<file path="src/isa_pkg.sv">
package isa_pkg;

    // opcode sits in the top six bits of every instruction word
    localparam logic [5:0] op_alu_reg = 6'h00;
    localparam logic [5:0] op_alu_imm = 6'h08;
    localparam logic [5:0] op_branch  = 6'h10;
    localparam logic [5:0] op_nop     = 6'h15;

    // filler word used when the decode register has nothing valid
    localparam logic [31:0] inst_nop = {op_nop, 26'd0};

    // register-register format
    typedef struct packed {
        logic [5:0]  op;
        logic [4:0]  rd;
        logic [4:0]  rj;
        logic [4:0]  rk;
        logic [10:0] func;   // low two bits select the alu function
    } r_form_t;

    // register-immediate format, also used by branches
    typedef struct packed {
        logic [5:0]  op;
        logic [4:0]  rd;
        logic [4:0]  rj;
        logic [15:0] imm;    // signed, word offset for branches
    } i_form_t;

    // one instruction word seen through either format
    typedef union packed {
        r_form_t r_form;
        i_form_t i_form;
    } inst_word_u;

    typedef enum logic [1:0] {
        cls_nop     = 2'd0,
        cls_alu     = 2'd1,
        cls_branch  = 2'd2,
        cls_illegal = 2'd3
    } op_class_e;

    // one decoded operation handed to issue
    typedef struct packed {
        op_class_e   cls;
        logic        use_imm;
        logic [1:0]  alu_fn;
        logic [4:0]  rd;
        logic [4:0]  rj;
        logic [4:0]  rk;
        logic [31:0] imm;     // already sign extended
        logic [31:0] target;  // branch target, zero for other classes
    } dec_op_t;

endpackage

</file>
<file path="src/pipe_pkg.sv">
package pipe_pkg;

    // first fetch address after reset
    localparam logic [31:0] pc_reset = 32'h1c00_0000;

    localparam int queue_depth = 8;
    localparam int queue_ptr_w = $clog2(queue_depth);
    localparam int queue_cnt_w = $clog2(queue_depth + 1);  // count reaches queue_depth

    // one fetch packet, two instruction words at pc and pc+4
    typedef struct packed {
        logic [31:0] pc;
        logic [31:0] inst0;
        logic [31:0] inst1;
        logic [1:0]  pred_taken;   // bit 0 for slot 0, bit 1 for slot 1
        logic [31:0] pred_target;
        logic [6:0]  excp_code;
        logic        excp_valid;
    } fetch_pkt_t;

    // what the decode register holds when it is empty
    localparam fetch_pkt_t nop_pkt = '{
        pc:          pc_reset,
        inst0:       isa_pkg::inst_nop,
        inst1:       isa_pkg::inst_nop,
        pred_taken:  2'b00,
        pred_target: pc_reset + 32'd8,
        excp_code:   7'd0,
        excp_valid:  1'b0
    };

    // decoded pair sent on to issue
    typedef struct packed {
        logic             valid;
        logic [31:0]      pc;
        isa_pkg::dec_op_t slot0;
        isa_pkg::dec_op_t slot1;
        logic [1:0]       pred_taken;
        logic [31:0]      pred_target;
        logic [6:0]       excp_code;
        logic             excp_valid;
    } dec_pair_t;

endpackage

</file>
<file path="src/frontend_top.sv">
module frontend_top (
    input  logic                 clk,
    input  logic                 reset,
    input  logic                 flush,
    input  logic                 fetch_valid,
    input  pipe_pkg::fetch_pkt_t fetch_pkt,
    output logic                 fetch_ready,
    input  logic                 dec_allowin,
    output pipe_pkg::dec_pair_t  dec_out
);

    logic                 q_valid;
    pipe_pkg::fetch_pkt_t q_pkt;
    logic                 q_ready;
    logic                 id_valid;
    pipe_pkg::fetch_pkt_t id_pkt;

    inst_queue u_queue (
        .clk        (clk),
        .reset      (reset),
        .flush      (flush),
        .push_valid (fetch_valid),
        .push_pkt   (fetch_pkt),
        .push_ready (fetch_ready),
        .pop_valid  (q_valid),
        .pop_pkt    (q_pkt),
        .pop_ready  (q_ready)
    );

    queue_id_reg u_id_reg (
        .clk         (clk),
        .reset       (reset),
        .flush       (flush),
        .q_valid     (q_valid),
        .q_pkt       (q_pkt),
        .q_ready     (q_ready),
        .dec_allowin (dec_allowin),
        .id_valid    (id_valid),
        .id_pkt      (id_pkt)
    );

    // combinational, result leaves in the same cycle
    inst_decode u_decode (
        .id_valid (id_valid),
        .id_pkt   (id_pkt),
        .dec_out  (dec_out)
    );

endmodule

</file>
<file path="src/inst_decode.sv">
module inst_decode (
    input  logic                 id_valid,
    input  pipe_pkg::fetch_pkt_t id_pkt,
    output pipe_pkg::dec_pair_t  dec_out
);

    // decode one instruction word, slot_pc is the address of this word
    function automatic isa_pkg::dec_op_t decode_slot(
        input logic [31:0] inst,
        input logic [31:0] slot_pc
    );
        isa_pkg::inst_word_u w;
        isa_pkg::dec_op_t    op;
        logic [31:0]         sext;

        w    = inst;
        op   = '0;
        sext = {{16{w.i_form.imm[15]}}, w.i_form.imm};

        case (w.r_form.op)
            isa_pkg::op_alu_reg: begin
                op.cls    = isa_pkg::cls_alu;
                op.alu_fn = w.r_form.func[1:0];
                op.rd     = w.r_form.rd;
                op.rj     = w.r_form.rj;
                op.rk     = w.r_form.rk;
            end
            isa_pkg::op_alu_imm: begin
                op.cls     = isa_pkg::cls_alu;
                op.use_imm = 1'b1;
                op.rd      = w.i_form.rd;
                op.rj      = w.i_form.rj;
                op.imm     = sext;
            end
            isa_pkg::op_branch: begin
                // rd and rj carry the compared registers
                op.cls    = isa_pkg::cls_branch;
                op.rd     = w.i_form.rd;
                op.rj     = w.i_form.rj;
                op.imm    = sext;
                op.target = slot_pc + {sext[29:0], 2'b00};  // word offset
            end
            isa_pkg::op_nop: begin
                op.cls = isa_pkg::cls_nop;
            end
            default: begin
                op.cls = isa_pkg::cls_illegal;  // everything else stays zero
            end
        endcase

        return op;
    endfunction

    logic [31:0] pc_slot1;

    assign pc_slot1 = id_pkt.pc + 32'd4;  // second word of the pair

    always_comb begin
        dec_out             = '0;
        dec_out.valid       = id_valid;
        dec_out.pc          = id_pkt.pc;
        dec_out.slot0       = decode_slot(id_pkt.inst0, id_pkt.pc);
        dec_out.slot1       = decode_slot(id_pkt.inst1, pc_slot1);
        dec_out.pred_taken  = id_pkt.pred_taken;
        dec_out.pred_target = id_pkt.pred_target;
        dec_out.excp_code   = id_pkt.excp_code;
        dec_out.excp_valid  = id_pkt.excp_valid;
    end

endmodule

</file>
<file path="src/inst_queue.sv">
module inst_queue (
    input  logic                 clk,
    input  logic                 reset,
    input  logic                 flush,
    input  logic                 push_valid,
    input  pipe_pkg::fetch_pkt_t push_pkt,
    output logic                 push_ready,
    output logic                 pop_valid,
    output pipe_pkg::fetch_pkt_t pop_pkt,
    input  logic                 pop_ready
);

    pipe_pkg::fetch_pkt_t mem [pipe_pkg::queue_depth];

    logic [pipe_pkg::queue_ptr_w-1:0] wr_ptr;
    logic [pipe_pkg::queue_ptr_w-1:0] rd_ptr;
    logic [pipe_pkg::queue_cnt_w-1:0] count;

    logic do_push;
    logic do_pop;

    // full check ignores a pop in the same cycle
    assign push_ready = (count != pipe_pkg::queue_depth);
    assign pop_valid  = (count != 0);
    assign pop_pkt    = mem[rd_ptr];  // head entry

    assign do_push = push_valid && push_ready && !flush;  // flush drops the push
    assign do_pop  = pop_valid && pop_ready;

    // storage, no reset needed since count guards every read
    always_ff @(posedge clk) begin
        if (do_push) begin
            mem[wr_ptr] <= push_pkt;
        end
    end

    always_ff @(posedge clk) begin
        if (reset || flush) begin
            wr_ptr <= '0;
            rd_ptr <= '0;
        end else begin
            if (do_push) begin
                if (wr_ptr == pipe_pkg::queue_depth - 1) begin
                    wr_ptr <= '0;
                end else begin
                    wr_ptr <= wr_ptr + 1'b1;
                end
            end
            if (do_pop) begin
                if (rd_ptr == pipe_pkg::queue_depth - 1) begin
                    rd_ptr <= '0;
                end else begin
                    rd_ptr <= rd_ptr + 1'b1;
                end
            end
        end
    end

    // occupancy
    always_ff @(posedge clk) begin
        if (reset || flush) begin
            count <= '0;
        end else begin
            case ({do_push, do_pop})
                2'b10:   count <= count + 1'b1;
                2'b01:   count <= count - 1'b1;
                default: count <= count;  // idle, or push and pop together
            endcase
        end
    end

endmodule

</file>
<file path="src/queue_id_reg.sv">
module queue_id_reg (
    input  logic                 clk,
    input  logic                 reset,
    input  logic                 flush,
    input  logic                 q_valid,
    input  pipe_pkg::fetch_pkt_t q_pkt,
    output logic                 q_ready,
    input  logic                 dec_allowin,
    output logic                 id_valid,
    output pipe_pkg::fetch_pkt_t id_pkt
);

    logic clear;
    logic load;

    // the register is always ready when decode is
    assign q_ready = dec_allowin;

    // decode asked for more but the queue had nothing
    assign clear = reset || flush || (dec_allowin && !q_valid);
    assign load  = q_valid && q_ready;

    // valid flag
    always_ff @(posedge clk) begin
        if (clear) begin
            id_valid <= 1'b0;
        end else if (load) begin
            id_valid <= 1'b1;
        end
    end

    // payload drops back to a nop bundle so decode always sees legal words
    always_ff @(posedge clk) begin
        if (clear) begin
            id_pkt <= pipe_pkg::nop_pkt;
        end else if (load) begin
            id_pkt <= q_pkt;
        end
    end

endmodule

</file>
<file path="config.mk">
export PLATFORM = sky130hd
export DESIGN_NAME = frontend_top
export DESIGN_NICKNAME = d
export VERILOG_FILES = /design/src/isa_pkg.sv /design/src/pipe_pkg.sv /design/src/frontend_top.sv /design/src/inst_decode.sv /design/src/inst_queue.sv /design/src/queue_id_reg.sv
export SDC_FILE = /design/constraint.sdc
export NUM_CORES = 2
export LEC_CHECK = 0
export ABC_AREA = 1
export BUFFER_PORTS_ARGS = -buffer_cell sky130_fd_sc_hd__buf_4
export CAP_MARGIN = 40
export CORE_ASPECT_RATIO = 1.25
export CORE_MARGIN = 8
export CORE_UTILIZATION = 45
export CTS_BUF_LIST = sky130_fd_sc_hd__clkbuf_8
export CTS_CLUSTER_DIAMETER = 100
export DETAILED_ROUTE_END_ITERATION = 7
export GPL_ROUTABILITY_DRIVEN = 1
export HOLD_SLACK_MARGIN = 0.1
export SYNTH_ARGS = -nofsm -noshare
export SYNTH_HDL_FRONTEND = slang
export SYNTH_SLANG_ARGS = --single-unit
</file>
<file path="constraint.sdc">
create_clock -name clk -period 20.5 [get_ports clk]
set_input_delay 4.1 -clock clk [delete_from_list [all_inputs] [get_ports clk]]
set_output_delay 4.1 -clock clk [all_outputs]
set_load 0.005 [all_outputs]
</file>
==> impl_metrics.toml <==
[final_layout]
fin_nets = 5150
syn2layout_area_growth_pct = 14.5
design_area_um2 = 60700
final_cells = 6654
drive_above_1_share = 0.142

[sta]
worst_pin_slew_ps = 1080
setup_viol = 0
skew_ps = 43.8
finalSetupTns_ps = 0
period_needed_ps = 7890
finalHoldViolCount = 0
fmax_mhz = 127
relSlewSlack = 0.283
slew_violations = 0
whs_ps = 528
fin_crit_sh = 0.385
rsz0062_at_grt = "false"

[power_and_ir_drop]
p_total_mw = 5.20
power.density_nw_per_um2 = 85.8
vdd_drop_max_uv = 55.4
p_leak_nw = 22.4

[grt]
grt_pass1_wl_mm = 228
overflow = 0
track_usage = 0.233
grt_pass1_vias = 35816
grt_antenna_before_repair = 22
grt_max_degree = 213

[clocking]
clockBufferDepth = 3
postCtsSetupRepairBufs = 0
path_clk_slew_ps = 60
cts_num_sinks = 1253
worstSkewPairLatency_ps = 880
htree_levels = 4
cts-root-buf = "clkbuf_8"
cts.repair.resized = 0
cts_buffers = 191
cts_tree = "done"
postCtsHoldBufs = 0

[route]
vias = 37061
postRouteAntennaNets = 0
via_per_inst = 5.57
drt_iter0_drc = 3083
drt_wl_total_mm = 155
drtPass1Iterations = 5
drc = 0
wl_per_cell_um = 23.3

[worst_setup_path]
critPathLaunchType = "flop"
required_ps = 16400
cp_common_cell = "inv_1"
slowest_delay_ps = 480
rr_endpoint = "u_queue.mem[7][89]"
critPathCaptureType = "primary output"
r2r_start = "u_queue.count[1]"
rrSetupSlack_ps = 15820
cp_slowest_cell = "fa_1"
critPathMaxFanout = 5
cp.arrival_ps = 3790
path_class = "flop to primary output"
r2r_cells = 10
crit_chain = "inv_1, ha_1, inv_1, ha_1, inv_1, fa_1, inv_1, nand3_1, nand3_1, nand2_1, nand2_1, inv_1, o21ai_0, nor2_1, nor2_1, buf_4"

[job]
maxCapViolCount = 0

[yosys]
ys.flop_type = "edfxtp_1"
synthDistinctLibCells = 38
synth.top_cells.by_count = "edfxtp_1, nor2_1, o21ai_0"
syn_nets = 4884
ys_top_cells_by_area = "edfxtp_1, o21ai_0, dfxtp_1, nor2_1, nand2_1"
ys_ff_latch = 1253
avgSynthCellArea_um2 = 11.4
yosysMostFrequentCell = "edfxtp_1"
synth-edff-count = 1104
synth_top_area_frac = 0.626
async_flop_share = 0
yosysTopAreaCell = "edfxtp_1"
synth_cells = 4645
yosys_warnings = 0
syn_area_um2 = 53000
synth-seq-area-share = 0.682

[min_path]
hold_class = "flop to flop"
worstHoldStart = "u_queue.count[3]"
holdPathEnd = "u_queue.count[3]"
hold_path_depth = 2

[floorplanning]
top_level_ports = 387
start_util = 0.454
core.rowCount = 140
dieArea_um2 = 129000
core_um2 = 117000
die_x_um = 323
chipHeight_um = 400

[placed_design]
dp_cells = 6280
post-dp-hpwl_mm = 93.0
portBuffers = 386
place_congestion = 0.944
dpl-instance-area_um2 = 56800

[run_status]
status = "finished, final reports clean"
[routing by layer]
layer / up-vias / part of all wire / track usage / wire length [um]
met4: 14 / 0.035 / 0.0859 / 5460
met1: 18292 / 0.42 / 0.306 / 65000
li1: 17155 / - / - / -
met3: 291 / 0.078 / 0.0560 / 12000
met5: - / 0.00061 / 0 / 94
met2: 1309 / 0.47 / 0.377 / 72200
[worst max-delay path: cells and delay by family, from the launching register on]
kind            cells  cell delay (ps)
fa+ha+maj           3             1060
simple gates        6              700
buf+inv             6              610
flops               1              330
compound gates      1              210
[cell type report]
cell class / count / area (um^2)
multi-input cells: 2738 / 13900
repair buffers: 446 / 3770
clock inverters: 140 / 756
diodes: 12 / 30.0
fillers: 10244 / 56000
clock buffers: 222 / 3060
flip-flops and latches: 1253 / 36100
well taps: 1562 / 1950
inverters: 281 / 1080
[cell usage in the layout, fill, tap and decap left out, types with 13 or more instances in the layout]
cell type,netlist,final
o21ai_1,134,134
nand3_1,68,68
o221ai_1,125,125
o21ai_0,700,700
dfxtp_1,149,146
edfxtp_1,1104,1104
nor2_1,790,782
nand4_1,13,13
clkinv_2,0,14
a21oi_1,217,217
buf_16,0,15
buf_4,117,421
ha_1,93,93
inv_1,277,365
o22ai_1,134,134
clkinv_1,1,19
nand2_1,387,387
o211ai_1,28,28
clkbuf_8,0,222
[flip-flops by register name, summed over array words and instances, names as in the netlist]
name / flops
u_queue.mem: 1104
u_id_reg.id_pkt: 138
u_queue.count: 4
u_queue.rd_ptr: 3
u_queue.wr_ptr: 3
u_id_reg.id_valid: 1
[kinds of logic after synthesis]
logic type	after synthesis	synth area share
buffers and inverters	654	0.0575
AO/OA/AOI/OAI	1355	0.142
flip-flops	1253	0.682
XOR/XNOR	10	0.00165
AND/OR/NAND/NOR	1277	0.0937
adder cells (fa/ha/maj)	96	0.0231
[worst max-delay path by stage]
stage	start	to	cells past startpoint
floorplan	fetch_valid	u_queue.mem[1][0]	5
global placement	fetch_valid	u_queue.mem[7][91]	9
CTS	u_id_reg.id_pkt[42]	dec_out[61]	16
detailed placement	fetch_valid	u_queue.mem[7][84]	9
finish	u_id_reg.id_pkt[42]	dec_out[61]	16
global route	u_id_reg.id_pkt[42]	dec_out[61]	16
[through the flow]
step           worst slack (ps)  utilization
4_1_cts                   12570        0.520
3_5_place_dp              12400        0.487
2_1_floorplan              9610            -
6_report                  12610        0.520
5_1_grt                   12320        0.520
3_3_place_gp              12380        0.483
[power by group]
group	internal, mW	switching [mW]	total, mW
combinational	0.110	0.232	0.342
sequential	2.81	0.0335	2.85
clock	1.04	0.979	2.02
(Power assumes the default switching activity.)
